<file path="config.mk">
export PLATFORM = sky130hd
export DESIGN_NAME = cpu_alu
export DESIGN_NICKNAME = d
export VERILOG_FILES = /design/src/hdl/rv_isa_pkg.sv /design/src/hdl/cpu_alu.sv
export SDC_FILE = /design/constraint.sdc
export NUM_CORES = 1
export LEC_CHECK = 0
export BUFFER_PORTS_ARGS = -buffer_cell sky130_fd_sc_hd__buf_2
export CORE_MARGIN = 8
export CORE_UTILIZATION = 34
export DETAILED_ROUTE_END_ITERATION = 8
export SYNTH_ARGS = -nofsm -noshare
export SYNTH_HDL_FRONTEND = slang
export SYNTH_SLANG_ARGS = --single-unit
</file>
<file path="constraint.sdc">
create_clock -name vclk -period 5.85
set_input_delay 0.8775 -clock vclk [all_inputs]
set_output_delay 0.8775 -clock vclk [all_outputs]
set_load 0.02 [all_outputs]
</file>
<file path="src/hdl/rv_isa_pkg.sv">
package rv_isa_pkg;

	typedef logic [31:0] word_t; // Data word or byte address
	typedef logic [4:0]  reg_addr_t; // Register index x0..x31

	typedef enum logic [6:0] {
		OP_LUI    = 7'b0110111,
		OP_AUIPC  = 7'b0010111,
		OP_JAL    = 7'b1101111,
		OP_JALR   = 7'b1100111,
		OP_BRANCH = 7'b1100011,
		OP_LOAD   = 7'b0000011,
		OP_STORE  = 7'b0100011,
		OP_IMM    = 7'b0010011,
		OP_REG    = 7'b0110011
	} opcode_e;

	typedef enum logic [3:0] {
		ADD, SUB, SLL, SLT, SLTU, XOR, SRL, SRA, OR, AND,
		PASS_B // Forward operand b, used by LUI
	} alu_op_e;

	typedef enum logic [2:0] {
		I, S, B, U, J
	} imm_sel_e;

	typedef enum logic [1:0] {
		PC_PLUS4,  // Sequential
		PC_TARGET, // pc + immediate, branch and JAL
		PC_JALR    // ALU sum with bit 0 cleared
	} pc_sel_e;

	typedef enum logic [1:0] {
		WB_ALU, WB_PC4, WB_MEM
	} wb_sel_e;

	typedef struct packed {
		logic     load_ir;
		logic     load_pc;
		pc_sel_e  pc_sel;
		logic     a_sel;    // 1 selects pc
		logic     b_sel;    // 1 selects immediate
		imm_sel_e imm_sel;
		alu_op_e  alu_op;
		logic     reg_we;
		wb_sel_e  wb_sel;
		logic     addr_sel; // 1 selects ALU result as bus address
	} ctl_t;

endpackage

</file>
<file path="src/hdl/cpu_alu.sv">
`timescale 1ns/10ps

module cpu_alu (
	input  rv_isa_pkg::alu_op_e op,
	input  rv_isa_pkg::word_t   a,
	input  rv_isa_pkg::word_t   b,
	input  logic [2:0]          funct3,
	output rv_isa_pkg::word_t   result,
	output logic                taken
);

	rv_isa_pkg::word_t sum;
	logic [4:0]        shamt;
	logic              lt_s;
	logic              lt_u;
	logic              eq;

	assign sum   = a + b; // Also the JALR and load/store address
	assign shamt = b[4:0];
	assign lt_s  = $signed(a) < $signed(b);
	assign lt_u  = a < b;
	assign eq    = (a == b);

	always_comb begin
		case (op)
			rv_isa_pkg::ADD:    result = sum;
			rv_isa_pkg::SUB:    result = a - b;
			rv_isa_pkg::SLL:    result = a << shamt;
			rv_isa_pkg::SLT:    result = {31'b0, lt_s};
			rv_isa_pkg::SLTU:   result = {31'b0, lt_u};
			rv_isa_pkg::XOR:    result = a ^ b;
			rv_isa_pkg::SRL:    result = a >> shamt;
			rv_isa_pkg::SRA:    result = $signed(a) >>> shamt;
			rv_isa_pkg::OR:     result = a | b;
			rv_isa_pkg::AND:    result = a & b;
			rv_isa_pkg::PASS_B: result = b;
			default:            result = sum;
		endcase
	end

	// Branch condition from funct3, a = rs1 and b = rs2
	always_comb begin
		case (funct3)
			3'b000:  taken = eq;    // BEQ
			3'b001:  taken = !eq;   // BNE
			3'b100:  taken = lt_s;  // BLT
			3'b101:  taken = !lt_s; // BGE
			3'b110:  taken = lt_u;  // BLTU
			3'b111:  taken = !lt_u; // BGEU
			default: taken = 1'b0;
		endcase
	end

endmodule

</file>
==> impl_metrics.csv <==
group,metric,value,unit
layout,nFlopsAndLatches,0,
setup_path,cp-start-kind,"input port",
logic_synthesis,synth-seq-area-share,0,%
placed_design,place.gp.congestion,1.05,
die,start_util,34.6,%
grt,grt_max_degree,81,
die,rows,59,
power_and_ir_drop,power,0.00108,W
timing,max_freq,193,MHz
layout,layout-drive-gt1-share,16.0,%
setup_path,critPathMaxStageDelay,0.49,ns
logic_synthesis,synth.top_cell.area_share,13.4,%
timing,setup-violations-final,0,
run,cap_violations,0,
setup_path,crit_path_end_kind,"output pin",
layout,seqCellArea,0,µm²
setup_path,critPathTopFamily,"compound AO/OA/AOI/OAI gates",
grt,grt-ovfl-total,0,
die,dieArea,32100,µm²
grt,grt_pass1_wl,68500,µm
clocking,cts_resized,0,
drt,ant_nets,0,
layout,final_area,9850,µm²
setup_path,slowest_stage,"a31oi_1",
grt,grt_usage,27.9,%
drt,avgRoutedWirePerCell,26.8,µm
setup_path,cp_cell_sequence,"buf_4, clkinv_1, ha_1, a21o_1, a31oi_1, a21oi_1, a31o_2, a21oi_1, o21bai_1, a221o_1, a221o_1, buf_2",
logic_synthesis,yosysTopAreaCell,"ha_1",
clocking,cts_hold_buf,0,
setup_path,cp_data_required_time,4.97,ns
placed_design,dpl_cell_area,9850,µm²
layout,n_antenna_cell,0,
layout,nNetsFinal,1574,
timing,max_slew_margin,21.8,%
logic_synthesis,synth_area_leaders,"ha_1 (13%), a21oi_1 (8.9%), nor2_1 (6.5%)",
die,die_x,179,µm
logic_synthesis,netlist_instances,1366,
worst_hold_path,min_from,"funct3[2]",
placed_design,io_buffers,104,
clocking,post-cts-setup-buffer-count,0,
setup_path,crit_type,"input port to output pin",
drt,wl,46500,µm
drt,vias_per_cell,6.64,
drt,drt_iter0_drc,1587,
worst_hold_path,hold_depth,3,
worst_hold_path,holdPathEnd,"taken",
die,core_area,26100,µm²
grt,antenna_found_initial,1,
layout,area_growth,8.86,%
run_status,status,"completed",
timing,worstMarginPinSlew,1.16,ns
setup_path,worstPathMaxFanout,7,
logic_synthesis,postSynthAreaPerCell,6.62,µm²
power_and_ir_drop,ir_drop,52.4,µV
logic_synthesis,synthesis.area,9050,µm²
power_and_ir_drop,p_leak,4.27,nW
drt,vias,11500,
drt,firstDrtPassIters,6,
power_and_ir_drop,power-per-cell-area,110,nW/µm²
die,ioPinCount,104,
timing,hold_slack,2.09,ns
timing,fin_tns_setup,0,ns
timing,hold_viol_final,0,
grt,grt_pass1_vias,10700,
timing,worst_slack,0.666,ns
placed_design,place_hpwl,36700,µm
placed_design,place_ws,0.771,ns
logic_synthesis,yosysUniqueCellTypes,81,
drt,drc,0,
logic_synthesis,yosys_warnings,0,
setup_path,cp_num_buf_inv,3,
layout,nClkBuffers,0,
timing,min_period,5.18,ns
die,die_h,179,µm
setup_path,crit_arrival,4.31,ns
logic_synthesis,synth_fp_nets,1536,
timing,grt_setup_unrepaired,"no",
timing,drv_slew,0,
timing,fin_crit_sh,88.6,%
worst_hold_path,hold_path_class,"input port to output pin",
[layout by cell type (no fill, tap or decap), drive strengths merged, types with 10 or more instances in the layout]
| cell | n |
|---|---|
| a2111oi | 10 |
| a211o | 13 |
| a211oi | 30 |
| a21o | 18 |
| a21oi | 162 |
| a221o | 11 |
| a221oi | 13 |
| a22oi | 16 |
| a31oi | 22 |
| buf | 145 |
| ha | 97 |
| inv | 92 |
| mux2 | 25 |
| mux2i | 47 |
| mux4 | 25 |
| nand2 | 111 |
| nand2b | 18 |
| nand3 | 19 |
| nor2 | 157 |
| nor2b | 21 |
| nor3 | 40 |
| o211ai | 24 |
| o21a | 10 |
| o21ai | 88 |
| o21bai | 21 |
| o221ai | 15 |
| o22ai | 15 |
| o31ai | 11 |
[synth_stat cells, types with 5 or more instances]
cell type	number
buf_4	10
nand3_1	19
o21ba_2	5
inv_1	90
a21oi_1	160
and2_1	6
nand2b_1	18
nor4_1	9
o221ai_1	15
nor2_1	157
o31ai_1	11
a221o_1	11
mux2i_1	47
mux2_2	21
a21o_1	18
xnor2_1	6
a221oi_1	13
o22ai_1	15
o21a_1	10
nor3_1	40
nand2_1	111
a2111oi_0	9
a22o_1	8
buf_1	12
o21bai_1	21
ha_1	97
clkbuf_1	62
a211oi_1	30
nand4_1	9
buf_2	18
o21ai_0	86
nor2b_1	21
a311oi_1	5
mux4_2	25
o2111ai_1	7
o211ai_1	24
a211o_1	13
a31oi_1	22
a22oi_1	16
[through the flow]
stage / cells / util, %
floorplan: 1366 / -
global placement: 1737 / 37.7
detailed placement: 1737 / 37.7
CTS: 1737 / 37.7
global route: 1737 / 37.7
finish: 1737 / 37.7
[per-layer routing]
metal / up-vias / GRT usage, % / routed length, µm / share of wire (%)
met5: - / 0 / 13 / 0.028
met4: 2 / 9.09 / 1800 / 3.9
met3: 122 / 4.97 / 4850 / 10
met2: 694 / 43.6 / 20400 / 44
met1: 5530 / 38.0 / 19500 / 42
li1: 5193 / - / - / -
[where the power goes]
group          leakage, nW  switching (W)  internal, W  total [W]
sequential               0              0            0          0
combinational         4.27       0.000713     0.000371    0.00108
clock                    0              0            0          0
[logic make-up after synthesis]
group,share of synthesized area (%)
muxes,14.7
adders and majority gates,13.9
xor gates and xnor gates,0.581
buffers and inverters,9.42
and+or+nand+nor,21.7
AOI/OAI and AO/OA,39.8
[cell type report]
class | count | area (µm²)
Fill cell | 2909 | 16300
Multi-Input combinational cell | 1164 | 8250
Timing Repair Buffer | 145 | 831
Tap cell | 335 | 419
Inverter | 93 | 349
[worst max path at each step]
stage / cells after the start / start / slack (ns) / end
6_report: 12 / b[1] / 0.67 / result[17]
5_1_grt: 12 / b[1] / 0.46 / result[21]
4_1_cts: 12 / b[1] / 0.76 / result[17]
3_5_place_dp: 12 / b[1] / 0.77 / result[17]
3_3_place_gp: 12 / b[1] / 0.76 / result[17]
2_1_floorplan: 16 / b[2] / 0.68 / result[26]
No activity file was read; power rests on OpenSTA's default activity.
