**config.mk**
```make
export PLATFORM = sky130hd
export DESIGN_NAME = cpu_datapath
export DESIGN_NICKNAME = d
export VERILOG_FILES = /design/src/hdl/apb_pkg.sv /design/src/hdl/rv_isa_pkg.sv /design/src/hdl/cpu_datapath.sv
export SDC_FILE = /design/constraint.sdc
export NUM_CORES = 1
export LEC_CHECK = 0
export BUFFER_PORTS_ARGS = -buffer_cell sky130_fd_sc_hd__buf_2
export CORE_AREA = 2 2 143 145
export DETAILED_ROUTE_END_ITERATION = 10
export DIE_AREA = 0 0 145 147
export PLACE_DENSITY = 0.71
export SETUP_SLACK_MARGIN = 0.2
export SLEW_MARGIN = 20
export SYNTH_ARGS = -nofsm -noshare
export SYNTH_HDL_FRONTEND = slang
export SYNTH_SLANG_ARGS = --single-unit
```
**constraint.sdc**
```tcl
create_clock -name APB_PCLK -period 11.7 [get_ports APB_PCLK]
set_clock_uncertainty 0.2 [all_clocks]
set_input_delay 1.17 -clock APB_PCLK [delete_from_list [all_inputs] [get_ports APB_PCLK]]
set_output_delay 1.17 -clock APB_PCLK [all_outputs]
set_load 0.01 [all_outputs]
```
**src/hdl/apb_pkg.sv**
```systemverilog
package apb_pkg;

	typedef logic [3:0] strb_t; // One bit per byte lane

	// Master to slave
	typedef struct packed {
		logic [31:0] paddr;
		logic [31:0] pwdata;
		logic        psel;
		logic        penable;
		logic        pwrite;
		strb_t       pstrb;
	} apb_req_t;

	// Slave to master
	typedef struct packed {
		logic [31:0] prdata;
		logic        pready;
		logic        pslverr;
	} apb_rsp_t;

endpackage

```
**src/hdl/rv_isa_pkg.sv**
```systemverilog
package rv_isa_pkg;

	typedef logic [31:0] word_t; // Data word or byte address
	typedef logic [4:0]  reg_addr_t; // Register index x0..x31

	typedef enum logic [6:0] {
		OP_LUI    = 7'b0110111,
		OP_AUIPC  = 7'b0010111,
		OP_JAL    = 7'b1101111,
		OP_JALR   = 7'b1100111,
		OP_BRANCH = 7'b1100011,
		OP_LOAD   = 7'b0000011,
		OP_STORE  = 7'b0100011,
		OP_IMM    = 7'b0010011,
		OP_REG    = 7'b0110011
	} opcode_e;

	typedef enum logic [3:0] {
		ADD, SUB, SLL, SLT, SLTU, XOR, SRL, SRA, OR, AND,
		PASS_B // Forward operand b, used by LUI
	} alu_op_e;

	typedef enum logic [2:0] {
		I, S, B, U, J
	} imm_sel_e;

	typedef enum logic [1:0] {
		PC_PLUS4,  // Sequential
		PC_TARGET, // pc + immediate, branch and JAL
		PC_JALR    // ALU sum with bit 0 cleared
	} pc_sel_e;

	typedef enum logic [1:0] {
		WB_ALU, WB_PC4, WB_MEM
	} wb_sel_e;

	typedef struct packed {
		logic     load_ir;
		logic     load_pc;
		pc_sel_e  pc_sel;
		logic     a_sel;    // 1 selects pc
		logic     b_sel;    // 1 selects immediate
		imm_sel_e imm_sel;
		alu_op_e  alu_op;
		logic     reg_we;
		wb_sel_e  wb_sel;
		logic     addr_sel; // 1 selects ALU result as bus address
	} ctl_t;

endpackage

```
**src/hdl/cpu_datapath.sv**
```systemverilog
`timescale 1ns/10ps

module cpu_datapath #(
	parameter rv_isa_pkg::word_t RESET_PC = 32'h0
) (
	input  logic                  APB_PCLK,
	input  logic                  APB_PRESETn,
	input  rv_isa_pkg::ctl_t      ctl,
	input  rv_isa_pkg::word_t     prdata,
	input  rv_isa_pkg::word_t     rs1_data,
	input  rv_isa_pkg::word_t     rs2_data,
	input  rv_isa_pkg::word_t     alu_result,
	output rv_isa_pkg::word_t     alu_a,
	output rv_isa_pkg::word_t     alu_b,
	output rv_isa_pkg::word_t     rd_data,
	output rv_isa_pkg::reg_addr_t rs1_addr,
	output rv_isa_pkg::reg_addr_t rs2_addr,
	output rv_isa_pkg::reg_addr_t rd_addr,
	output logic [6:0]            opcode,
	output logic [2:0]            funct3,
	output logic                  funct7_5,
	output rv_isa_pkg::word_t     paddr,
	output rv_isa_pkg::word_t     pwdata,
	output apb_pkg::strb_t        pstrb,
	output rv_isa_pkg::word_t     pc
);

	rv_isa_pkg::word_t ir;
	rv_isa_pkg::word_t imm;
	rv_isa_pkg::word_t pc_plus4;
	rv_isa_pkg::word_t next_pc;
	logic [1:0]        lane;
	apb_pkg::strb_t    st_strb;

	assign opcode   = ir[6:0];
	assign funct3   = ir[14:12];
	assign funct7_5 = ir[30];
	assign rd_addr  = ir[11:7];
	assign rs1_addr = ir[19:15];
	assign rs2_addr = ir[24:20];

	always_comb begin
		case (ctl.imm_sel)
			rv_isa_pkg::S: imm = {{20{ir[31]}}, ir[31:25], ir[11:7]};
			rv_isa_pkg::B: imm = {{19{ir[31]}}, ir[31], ir[7], ir[30:25], ir[11:8], 1'b0};
			rv_isa_pkg::U: imm = {ir[31:12], 12'b0};
			rv_isa_pkg::J: imm = {{11{ir[31]}}, ir[31], ir[19:12], ir[20], ir[30:21], 1'b0};
			default:       imm = {{20{ir[31]}}, ir[31:20]}; // I format
		endcase
	end

	assign alu_a    = ctl.a_sel ? pc : rs1_data;
	assign alu_b    = ctl.b_sel ? imm : rs2_data;
	assign pc_plus4 = pc + 32'd4;

	always_comb begin
		case (ctl.wb_sel)
			rv_isa_pkg::WB_PC4: rd_data = pc_plus4;
			rv_isa_pkg::WB_MEM: rd_data = prdata;
			default:            rd_data = alu_result;
		endcase
		case (ctl.pc_sel)
			rv_isa_pkg::PC_TARGET: next_pc = pc + imm; // Separate from the ALU
			rv_isa_pkg::PC_JALR:   next_pc = {alu_result[31:1], 1'b0};
			default:               next_pc = pc_plus4;
		endcase
	end

	// Store lane and strobe, SH keeps to halfword boundaries
	always_comb begin
		case (funct3[1:0])
			2'b00: begin
				lane    = alu_result[1:0];
				st_strb = 4'b0001 << lane;
			end
			2'b01: begin
				lane    = {alu_result[1], 1'b0};
				st_strb = 4'b0011 << lane;
			end
			default: begin
				lane    = 2'b00;
				st_strb = 4'b1111;
			end
		endcase
	end

	assign paddr  = ctl.addr_sel ? {alu_result[31:2], 2'b00} : pc;
	assign pwdata = rs2_data << {lane, 3'b000};
	assign pstrb  = (ctl.addr_sel && opcode == rv_isa_pkg::OP_STORE) ? st_strb : 4'b1111;

	always_ff @(posedge APB_PCLK) begin
		if (!APB_PRESETn) begin
			pc <= RESET_PC;
		end else if (ctl.load_pc) begin
			pc <= next_pc;
		end
	end

	always_ff @(posedge APB_PCLK) begin
		if (ctl.load_ir) ir <= prdata;
	end

	a_pc_aligned: assert property (
		@(posedge APB_PCLK) disable iff (!APB_PRESETn) pc[1:0] == 2'b00
	) else $error("pc not word aligned");

endmodule

```
==> results_dict.tcl <==
set metrics [dict create \
    cap_violations 0 \
    worstSetupStartpointType "input port" \
    slew_headroom_pct 42.4 \
    dp.cells 1581 \
    placed_area_um2 9810 \
    p_leak_nw 4.80 \
    timing.rr.start "ir[31]" \
    chipHeight_um 147 \
    ys.flop_type "edfxtp_1" \
    r2r_slack_ps 7180 \
    post-dp-hpwl_um 26900 \
    rsz0062_at_grt "no" \
    vias 9401 \
    clk_latency_ps 340 \
    grt_usage_pct 31.3 \
    ys_async_sr_fraction_pct 0 \
    ys_top_cells_by_count "nand2_1 (147), mux2_2 (89), o21ai_0 (67), a21oi_1 (66), clkbuf_1 (63)" \
    drt_iter0_drc 721 \
    vias_per_cell 5.88 \
    final_nets 1511 \
    antenna_found_initial 2 \
    crit_start "ctl[8]" \
    grt_overflow_total 0 \
    htreeDepth 3 \
    design_area_um2 10100 \
    first_pass_iters 6 \
    drt-met1-wl_um 14900 \
    cts_num_sinks 64 \
    drive_gt1_share_pct 37.3 \
    finalCritPeriodShare_pct 47.0 \
    crit_path_end_kind "register" \
    synth_area_per_cell_um2 7.74 \
    critPathTopFamily "compound AO/OA/AOI/OAI gates" \
    cts_tree "done" \
    die_area_um2 21300 \
    cp.required_ps 11770 \
    synth_area_um2 8090 \
    cts_buffers 9 \
    wl_met2_um 16200 \
    start_util_pct 40.8 \
    seq_area_frac_synth_pct 19.8 \
    cts.clk_slew.worst_paths_ps 60 \
    arrival_ps 5570 \
    cp_slowest_cell "and3_1" \
    dieWidth_um 145 \
    root_buffer "clkbuf_16" \
    crit_type "in -> reg" \
    synth_area_leaders "mux2_2 (12%), edfxtp_1 (12%), dfxtp_1 (7.9%)" \
    synthDistinctLibCells 68 \
    min_from "pc[29]" \
    ir_drop_mv 0.0723 \
    path_common_cell "o21ai_2" \
    power_density_nw_per_um2 105 \
    setup_tns_ps 0 \
    synth_top_cell_area_share_pct 12.4 \
    synth_edf_count 32 \
    port_buffers 363 \
    grt_pass1_wl_um 51900 \
    routed_wl_um 34800 \
    cp_max_fo 19 \
    max_freq_ghz 0.182 \
    postCtsSetupBuffers 0 \
    ys_ff_latch 64 \
    finalMaxSlewViolations 0 \
    core_area_um2 19800 \
    wl_met3_um 2790 \
    ys_warn_count 0 \
    place_congestion 0.960 \
    cts_buffer_depth 2 \
    fin_crit_ps 5500 \
    top_layer "met5" \
    synth_cells 1045 \
    worstHoldPathType "reg -> reg" \
    critical_path_buf_inv_count 1 \
    yosysMostFrequentCell "nand2_1" \
    tightest_slew_ps 864 \
    final_util_pct 51.1 \
    outcome "completed" \
    hold_viol_final 0 \
    grt_pass1_vias 8611 \
    synth_nets 1234 \
    critPathMaxStageDelay_ps 690 \
    fin_cells 1599 \
    synth_top_cell_by_area "mux2_2" \
    ant_nets 0 \
    crit_chain "buf_2 -> and3_1 -> nor3_1 -> a211oi_1 -> ha_1 -> a21oi_4 -> o21ai_2 -> a311o_1 -> a221oi_2 -> o21ai_2 -> a31oi_4 -> o211ai_2 -> or4_1 -> a31oi_1" \
    total_power_mw 1.06 \
    grt_max_degree 65 \
    area_growth_pct 25.3 \
    wire_per_inst_um 21.7 \
    drcViolationCount 0 \
    rows 52 \
    hold_buffers 0 \
    cts-resized-gates 0 \
    finalSetupViolCount 0 \
    io_pins 369 \
]
==> power breakdown <==
part / internal (mW) / total [mW] / switching (mW)
Clock: 0.186 / 0.296 / 0.110
Sequential: 0.255 / 0.291 / 0.0358
Combinational: 0.197 / 0.478 / 0.281
Total: 0.638 / 1.06 / 0.427
==> sequential cells by signal, indices dropped and copies added (netlist names) <==
signal,count
pc,32
ir,32
==> stage by stage <==
stage                     setup WS, ps  hold WS (ps)
after floorplan                   6770           314
after global placement            6010           342
after detailed placement          5980           344
after CTS                         6320           355
after global routing              5930           406
final                             6200           359
==> cell type report <==
class	instances	area, um2
well taps	270	338
repair buffers	372	1880
clock buffers	9	225
multi-input cells	844	5870
inverters	31	116
fillers	1934	9710
flip-flops and latches	64	1600
diodes	2	5.00
clock inverters	7	96.3
==> cell usage in the layout, fill, tap and decap left out, drive strengths merged, types with 21 or more instances in the layout <==
cell and n:
and3 30, ha 41, dfxtp 32, mux2 89
edfxtp 32, a22oi 28, nor2b 31, nand3 21
inv 31, nor2 43, a221oi 32, nand2 147
o21ai 78, a21oi 69, buf 372, xnor2 37
a21o 26
==> worst min-delay path: stages, from the launching register on <==
cell and delay, ps:
dfxtp_1 370, nand2_1 80, o31ai_1 60
==> metal layers <==
layer / vias up / GRT usage, %
li1: 4402 / -
met1: 4399 / 42.3
met2: 532 / 51.9
met3: 66 / 3.94
met4: 2 / 10.2
met5: - / 0
==> worst paths after layout <==
kind	endpoint	depth (start not counted)
max reg2reg	pc[31]	12
min	pc[29]	2
max	pc[31]	14
min reg2reg	pc[29]	2
==> logic make-up (layout without fill, tap and decap cells) <==
logic type                 count (synthesis)  count (layout)  share of synthesized area [%]
muxes                                    104             104                           14.2
adders and majority gates                 42              42                           6.59
and+or+nand+nor                          322             322                           18.8
AOI/OAI and AO/OA                        321             321                           26.8
DFF                                       64              64                           19.8
buffers and inverters                    137             419                           7.78
xor gates and xnor gates                  55              55                           5.96
other                                      0               2                              0
No activity file was read; power rests on OpenSTA's default activity.
