**src/hdl/apb_pkg.sv**
```systemverilog
package apb_pkg;

	typedef logic [3:0] strb_t; // One bit per byte lane

	// Master to slave
	typedef struct packed {
		logic [31:0] paddr;
		logic [31:0] pwdata;
		logic        psel;
		logic        penable;
		logic        pwrite;
		strb_t       pstrb;
	} apb_req_t;

	// Slave to master
	typedef struct packed {
		logic [31:0] prdata;
		logic        pready;
		logic        pslverr;
	} apb_rsp_t;

endpackage

```
**src/hdl/rv_isa_pkg.sv**
```systemverilog
package rv_isa_pkg;

	typedef logic [31:0] word_t; // Data word or byte address
	typedef logic [4:0]  reg_addr_t; // Register index x0..x31

	typedef enum logic [6:0] {
		OP_LUI    = 7'b0110111,
		OP_AUIPC  = 7'b0010111,
		OP_JAL    = 7'b1101111,
		OP_JALR   = 7'b1100111,
		OP_BRANCH = 7'b1100011,
		OP_LOAD   = 7'b0000011,
		OP_STORE  = 7'b0100011,
		OP_IMM    = 7'b0010011,
		OP_REG    = 7'b0110011
	} opcode_e;

	typedef enum logic [3:0] {
		ADD, SUB, SLL, SLT, SLTU, XOR, SRL, SRA, OR, AND,
		PASS_B // Forward operand b, used by LUI
	} alu_op_e;

	typedef enum logic [2:0] {
		I, S, B, U, J
	} imm_sel_e;

	typedef enum logic [1:0] {
		PC_PLUS4,  // Sequential
		PC_TARGET, // pc + immediate, branch and JAL
		PC_JALR    // ALU sum with bit 0 cleared
	} pc_sel_e;

	typedef enum logic [1:0] {
		WB_ALU, WB_PC4, WB_MEM
	} wb_sel_e;

	typedef struct packed {
		logic     load_ir;
		logic     load_pc;
		pc_sel_e  pc_sel;
		logic     a_sel;    // 1 selects pc
		logic     b_sel;    // 1 selects immediate
		imm_sel_e imm_sel;
		alu_op_e  alu_op;
		logic     reg_we;
		wb_sel_e  wb_sel;
		logic     addr_sel; // 1 selects ALU result as bus address
	} ctl_t;

endpackage

```
**src/hdl/cpu_control.sv**
```systemverilog
`timescale 1ns/10ps

module cpu_control (
	input  logic                APB_PCLK,
	input  logic                APB_PRESETn,
	input  logic [6:0]          opcode,
	input  logic [2:0]          funct3,
	input  logic                funct7_5,
	input  logic                taken,
	input  apb_pkg::apb_rsp_t   rsp,
	output rv_isa_pkg::ctl_t    ctl,
	output logic                psel,
	output logic                penable,
	output logic                pwrite,
	output logic                halted,
	output logic                fault
);

	typedef enum logic [2:0] {
		HALT,         // Idle after reset and once halted
		FETCH_SETUP,
		FETCH_ACCESS,
		EXECUTE,
		MEM_SETUP,
		MEM_ACCESS
	} cpu_state_e;

	cpu_state_e          state;
	cpu_state_e          next_state;
	logic                set_halt;
	logic                set_fault;
	logic                is_store;
	logic                is_load;
	logic                mem_ok;
	logic                mem_phase;
	rv_isa_pkg::alu_op_e alu_sel;

	assign is_store  = (opcode == rv_isa_pkg::OP_STORE);
	assign is_load   = (opcode == rv_isa_pkg::OP_LOAD);
	assign mem_ok    = is_load ? (funct3 == 3'b010) : (!funct3[2] && funct3[1:0] != 2'b11);
	assign mem_phase = (state == MEM_SETUP) || (state == MEM_ACCESS);

	assign psel    = (state == FETCH_SETUP) || (state == FETCH_ACCESS) || mem_phase;
	assign penable = (state == FETCH_ACCESS) || (state == MEM_ACCESS);
	assign pwrite  = mem_phase && is_store;

	// ALU operation for OP and OP-IMM
	always_comb begin
		case (funct3)
			3'b000:  alu_sel = (opcode == rv_isa_pkg::OP_REG && funct7_5) ?
			                   rv_isa_pkg::SUB : rv_isa_pkg::ADD; // SUB only in register form
			3'b001:  alu_sel = rv_isa_pkg::SLL;
			3'b010:  alu_sel = rv_isa_pkg::SLT;
			3'b011:  alu_sel = rv_isa_pkg::SLTU;
			3'b100:  alu_sel = rv_isa_pkg::XOR;
			3'b101:  alu_sel = funct7_5 ? rv_isa_pkg::SRA : rv_isa_pkg::SRL;
			3'b110:  alu_sel = rv_isa_pkg::OR;
			default: alu_sel = rv_isa_pkg::AND;
		endcase
	end

	always_comb begin
		ctl          = '0;
		ctl.pc_sel   = rv_isa_pkg::PC_PLUS4;
		ctl.imm_sel  = rv_isa_pkg::I;
		ctl.alu_op   = rv_isa_pkg::ADD;
		ctl.wb_sel   = rv_isa_pkg::WB_ALU;
		next_state   = state;
		set_halt     = 1'b0;
		set_fault    = 1'b0;
		if (mem_phase) begin // rs1 + offset held on paddr for the whole transfer
			ctl.b_sel    = 1'b1;
			ctl.imm_sel  = is_store ? rv_isa_pkg::S : rv_isa_pkg::I;
			ctl.addr_sel = 1'b1;
		end
		case (state)
			HALT: if (!halted) next_state = FETCH_SETUP;
			FETCH_SETUP: next_state = FETCH_ACCESS;
			FETCH_ACCESS: if (rsp.pready) begin
				ctl.load_ir = 1'b1;
				if (rsp.pslverr) begin
					{set_halt, set_fault} = 2'b11;
					next_state = HALT;
				end else if (rsp.prdata == '0) begin
					set_halt    = 1'b1;
					ctl.load_pc = 1'b1; // Leaves pc at halt address + 4
					next_state  = HALT;
				end else begin
					next_state = EXECUTE;
				end
			end
			EXECUTE: begin
				ctl.load_pc = 1'b1;
				ctl.reg_we  = 1'b1;
				next_state  = FETCH_SETUP;
				case (opcode)
					rv_isa_pkg::OP_LUI: begin
						{ctl.b_sel, ctl.imm_sel} = {1'b1, rv_isa_pkg::U};
						ctl.alu_op = rv_isa_pkg::PASS_B;
					end
					rv_isa_pkg::OP_AUIPC: begin
						{ctl.a_sel, ctl.b_sel, ctl.imm_sel} = {2'b11, rv_isa_pkg::U};
					end
					rv_isa_pkg::OP_JAL: begin
						ctl.imm_sel = rv_isa_pkg::J;
						ctl.pc_sel  = rv_isa_pkg::PC_TARGET;
						ctl.wb_sel  = rv_isa_pkg::WB_PC4; // Link
					end
					rv_isa_pkg::OP_JALR: begin
						ctl.b_sel  = 1'b1;
						ctl.pc_sel = rv_isa_pkg::PC_JALR;
						ctl.wb_sel = rv_isa_pkg::WB_PC4;
					end
					rv_isa_pkg::OP_BRANCH: begin
						ctl.reg_we  = 1'b0;
						ctl.imm_sel = rv_isa_pkg::B;
						if (taken) ctl.pc_sel = rv_isa_pkg::PC_TARGET;
					end
					rv_isa_pkg::OP_IMM: {ctl.b_sel, ctl.alu_op} = {1'b1, alu_sel};
					rv_isa_pkg::OP_REG: ctl.alu_op = alu_sel;
					rv_isa_pkg::OP_LOAD, rv_isa_pkg::OP_STORE: begin
						{ctl.load_pc, ctl.reg_we} = 2'b00; // Finished in MEM_ACCESS
						if (mem_ok) begin
							next_state = MEM_SETUP;
						end else begin
							{set_halt, set_fault} = 2'b11;
							next_state = HALT;
						end
					end
					default: begin // Unsupported opcode
						{ctl.load_pc, ctl.reg_we} = 2'b00;
						{set_halt, set_fault} = 2'b11;
						next_state = HALT;
					end
				endcase
			end
			MEM_SETUP: next_state = MEM_ACCESS;
			MEM_ACCESS: if (rsp.pready) begin
				if (rsp.pslverr) begin
					{set_halt, set_fault} = 2'b11;
					next_state = HALT;
				end else begin
					ctl.load_pc = 1'b1;
					ctl.reg_we  = is_load; // LW writeback
					ctl.wb_sel  = rv_isa_pkg::WB_MEM;
					next_state  = FETCH_SETUP;
				end
			end
			default: next_state = HALT;
		endcase
	end

	always_ff @(posedge APB_PCLK) begin
		if (!APB_PRESETn) begin
			state  <= HALT;
			halted <= 1'b0;
			fault  <= 1'b0;
		end else begin
			state <= next_state;
			if (set_halt) halted <= 1'b1; // Sticky until reset
			if (set_fault) fault <= 1'b1;
		end
	end

	a_penable_psel: assert property (
		@(posedge APB_PCLK) disable iff (!APB_PRESETn) penable |-> psel
	) else $error("penable without psel");

	a_halt_idle: assert property (
		@(posedge APB_PCLK) disable iff (!APB_PRESETn) halted |-> !psel && !penable
	) else $error("Bus active while halted");

endmodule

```
**config.mk**
```make
export PLATFORM = sky130hd
export DESIGN_NAME = cpu_control
export DESIGN_NICKNAME = d
export VERILOG_FILES = /design/src/hdl/apb_pkg.sv /design/src/hdl/rv_isa_pkg.sv /design/src/hdl/cpu_control.sv
export SDC_FILE = /design/constraint.sdc
export NUM_CORES = 1
export LEC_CHECK = 0
export ABC_AREA = 0
export BUFFER_PORTS_ARGS = -buffer_cell sky130_fd_sc_hd__buf_2
export CAP_MARGIN = 20
export CORE_MARGIN = 10
export CORE_UTILIZATION = 35
export CTS_BUF_LIST = sky130_fd_sc_hd__clkbuf_16
export CTS_CLUSTER_DIAMETER = 30
export DETAILED_ROUTE_END_ITERATION = 8
export GPL_ROUTABILITY_DRIVEN = 0
export HOLD_SLACK_MARGIN = 0.12
export PLACE_DENSITY = 0.77
export SLEW_MARGIN = 20
export SYNTH_ARGS = -nofsm -noshare
export SYNTH_HDL_FRONTEND = slang
export SYNTH_SLANG_ARGS = --single-unit
```
**constraint.sdc**
```tcl
create_clock -name APB_PCLK -period 1.6 [get_ports APB_PCLK]
set_input_delay 0.24 -clock APB_PCLK [delete_from_list [all_inputs] [get_ports APB_PCLK]]
set_output_delay 0.24 -clock APB_PCLK [all_outputs]
set_load 0.02 [all_outputs]
```
==> flow_summary_export.csv <==
group,metric,value,unit
clocking,cts_buffers,3,
die,die_w,66.2,um
clocking,cts_hold_buf,0,
critical_path,worstPathCellList,"nand3b_1, nor2_1, nand2_1, nor2_4, nand3b_1, buf_6",
synthesis,synth_warnings,0,
run,maxCapViolCount,0,
timing,fmax,572,MHz
detailed_routing,post_drt_via_cell_ratio,5.31,
critical_path,critical-path-max-stage-delay,0.33,ns
power_and_ir_drop,powerDensity,645,mW/mm^2
power_and_ir_drop,switching_power,0.300,mW
critical_path,start_kind,"register",
power_and_ir_drop,p_leak,0.751,nW
detailed_routing,drtIter0Drc,68,
critical_path,crit_buf_inv,1,
critical_path,required,1.36,ns
synthesis,yosysTopAreaCell,"dfxtp_1",
synthesis,synth-edff-count,0,
detailed_routing,route.detailed.drc,0,
clocking,clkTransAtPathRegs,0.03,ns
critical_path,path_max_fanout,6,
timing,clock_skew,0.000811,ns
final_layout,drive_gt1_frac,0.578,
global_routing,antenna_found_initial,0,
synthesis,synth_area_leaders,"dfxtp_1 13%, nand2_1 9.6%, nor4_1 7.6%",
timing,worstMarginPinSlew,0.308,ns
power_and_ir_drop,seqPwrFrac,0.175,
status,status,"finished with violations",
die,rows,16,
status,failed_checks,"negative setup slack",
final_layout,area_growth,102,%
timing,hold_violations,0,
placement,hpwl,2780,um
detailed_routing,drt-pass1-iter-count,4,
synthesis,synth_area,746,sq um
power_and_ir_drop,power,0.970,mW
timing,drv_slew,0,
critical_path,crit_type,"reg2out",
final_layout,n_antenna_cell,0,
clocking,root_buffer,"clkbuf_16",
synthesis,syn_area_per_cell,6.54,sq um
detailed_routing,wl_per_cell,14.6,um
synthesis,yosys_most_used_dff,"dfxtp_1",
clocking,insertion_delay,0.22,ns
global_routing,grt_max_degree,10,
die,initial_core_util,0.372,
final_layout,stdcell_count,231,
placement,dp.cells,223,
synthesis,yosysSeqAreaShare,0.134,
clocking,clockBufferDepth,2,
power_and_ir_drop,switching_share,0.309,
timing,setup_violations,14,
global_routing,grt_overflow,0,
synthesis,synthCells,114,
synthesis,synth.most_common_cell,"nand2_1",
power_and_ir_drop,clock_power_share,0.415,
placement,port_buffers,69,
die,die_area,0.00438,sq mm
critical_path,crit_slowest_cell,"dfxtp_2",
timing,finalCriticalPeriod,1.75,ns
synthesis,netlist.area_leader.share,0.134,
timing,slew_headroom,0.793,
global_routing,grt_pass1_vias,1298,
synthesis,synth_cell_types,38,
global_routing,grt_pass1_wl,5350,um
power_and_ir_drop,comb_power_share,0.411,
detailed_routing,num_vias,1227,
final_layout,fin_nets,253,
final_layout,final_core_util,0.751,
power_and_ir_drop,vdd_drop_max,0.785,mV
critical_path,crit_family,"simple AND/OR/NAND/NOR gates",
clocking,cts.sinks,5,
die,coreArea,0.00200,sq mm
timing,fin_crit_sh,1.09,
placement,placed_area,0.00123,sq mm
hold_path,hold_class,"in2reg",
detailed_routing,wl,3360,um
timing,finalWorstSetupSlack,-0.148,ns
critical_path,arrival,1.51,ns
critical_path,cpMostUsedCell,"nand3b_1",
final_layout,final_area,0.00150,sq mm
detailed_routing,postRouteAntennaNets,0,
timing,hold_slack,0.260,ns
global_routing,grtUsageTotal,0.148,
die,io_pins,70,
synthesis,synth-async-reset-ratio,0,
timing,rsz0062_at_grt,"yes",
clocking,cts_tree,"yes",
power_and_ir_drop,p_int,0.670,mW
synthesis,syn-num-nets,162,
synthesis,synth_common_cells,"19 x nand2_1, 11 x nor2_1, 9 x nor4_1, 9 x o21ai_0, 7 x a21oi_1",
die,fp.dieH,66.2,um
clocking,h-tree-depth,1,
critical_path,crit_path_end_kind,"primary output",
synthesis,yosys_register_bits,5,
==> flip-flops by register name, summed over array words and instances (netlist names) <==
name and count:
halted 1, state 3, fault 1
==> logic make-up after synthesis <==
logic type | after synthesis | share of synthesized area
simple gates | 71 | 0.532
compound gates | 26 | 0.208
buf+inv | 9 | 0.0872
flops | 5 | 0.134
mux | 2 | 0.0268
xor+xnor | 1 | 0.0117
==> final timing paths <==
kind / depth (start not counted) / end / start / slack, ns
worst max-delay path: 6 / ctl[3] / state[2] / -0.15
worst min-delay path: 2 / state[2] / APB_PRESETn / 0.26
worst min register to register: 2 / fault / fault / 0.54
worst max register to register: 4 / halted / state[2] / 0.21
==> timing repair <==
action                                  CTS  global route
gates resized for setup                  39            10
buffers inserted                          3             3
pin swaps                                13             2
endpoints found under the setup margin   15            18
==> worst register-to-register path, delay by kind of cell, from the launching register on <==
kind                   cells  cell delay [ns]
flip-flops                 1             0.33
buffers and inverters      1             0.21
AO/OA/AOI/OAI              2             0.50
AND/OR/NAND/NOR            1             0.28
==> power groups by stage <==
| stage | Sequential, mW | Combinational (mW) | Clock (mW) |
|---|---|---|---|
| floorplan | 0.169 | 0.204 | 0 |
| global route | 0.172 | 0.436 | 0.415 |
| finish | 0.170 | 0.398 | 0.402 |
| detailed placement | 0.168 | 0.360 | 0 |
| global placement | 0.165 | 0.349 | 0 |
| CTS | 0.170 | 0.382 | 0.406 |
==> final cells by class <==
class / count / area [sq um]
Clock buffer: 3 / 75.1
Fill cell: 157 / 499
Timing Repair Buffer: 92 / 596
Sequential cell: 5 / 104
Multi-Input combinational cell: 100 / 679
Tap cell: 27 / 33.8
Clock inverter: 1 / 3.75
Inverter: 3 / 11.3
==> metrics by stage <==
stage / setup WS, ns / setup TNS [ns]
floorplan: -0.0182 / -0.0182
global placement: -0.125 / -0.393
detailed placement: -0.192 / -0.765
CTS: -0.157 / -1.44
global route: -0.236 / -2.69
finish: -0.148 / -1.45
==> layer usage <==
layer | vias to the layer above | global-route usage | wire length (um)
met2 | 63 | 0.252 | 1620
li1 | 604 | - | -
met3 | 4 | 0.0881 | 460
met5 | - | 0 | 0
met1 | 556 | 0.144 | 1250
met4 | 0 | 0.0497 | 34
==> layout by cell type, fill, tap and decap left out, drive strengths merged, types with 2 or more instances in the layout <==
cell type / synthesis / routed
buf: 6 / 92
nand2: 19 / 19
nor2: 12 / 12
o21ai: 10 / 10
nor4: 9 / 9
a21oi: 7 / 7
dfxtp: 5 / 5
a31oi: 4 / 4
inv: 3 / 4
nand3b: 3 / 3
nand4: 3 / 3
clkbuf: 0 / 3
nand3: 3 / 3
nand2b: 3 / 3
or3: 3 / 3
nor3: 2 / 2
mux2i: 2 / 2
a21o: 2 / 2
nor4b: 2 / 2
nor2b: 2 / 2
or2b: 2 / 2
No activity file was read; power rests on OpenSTA's default activity.
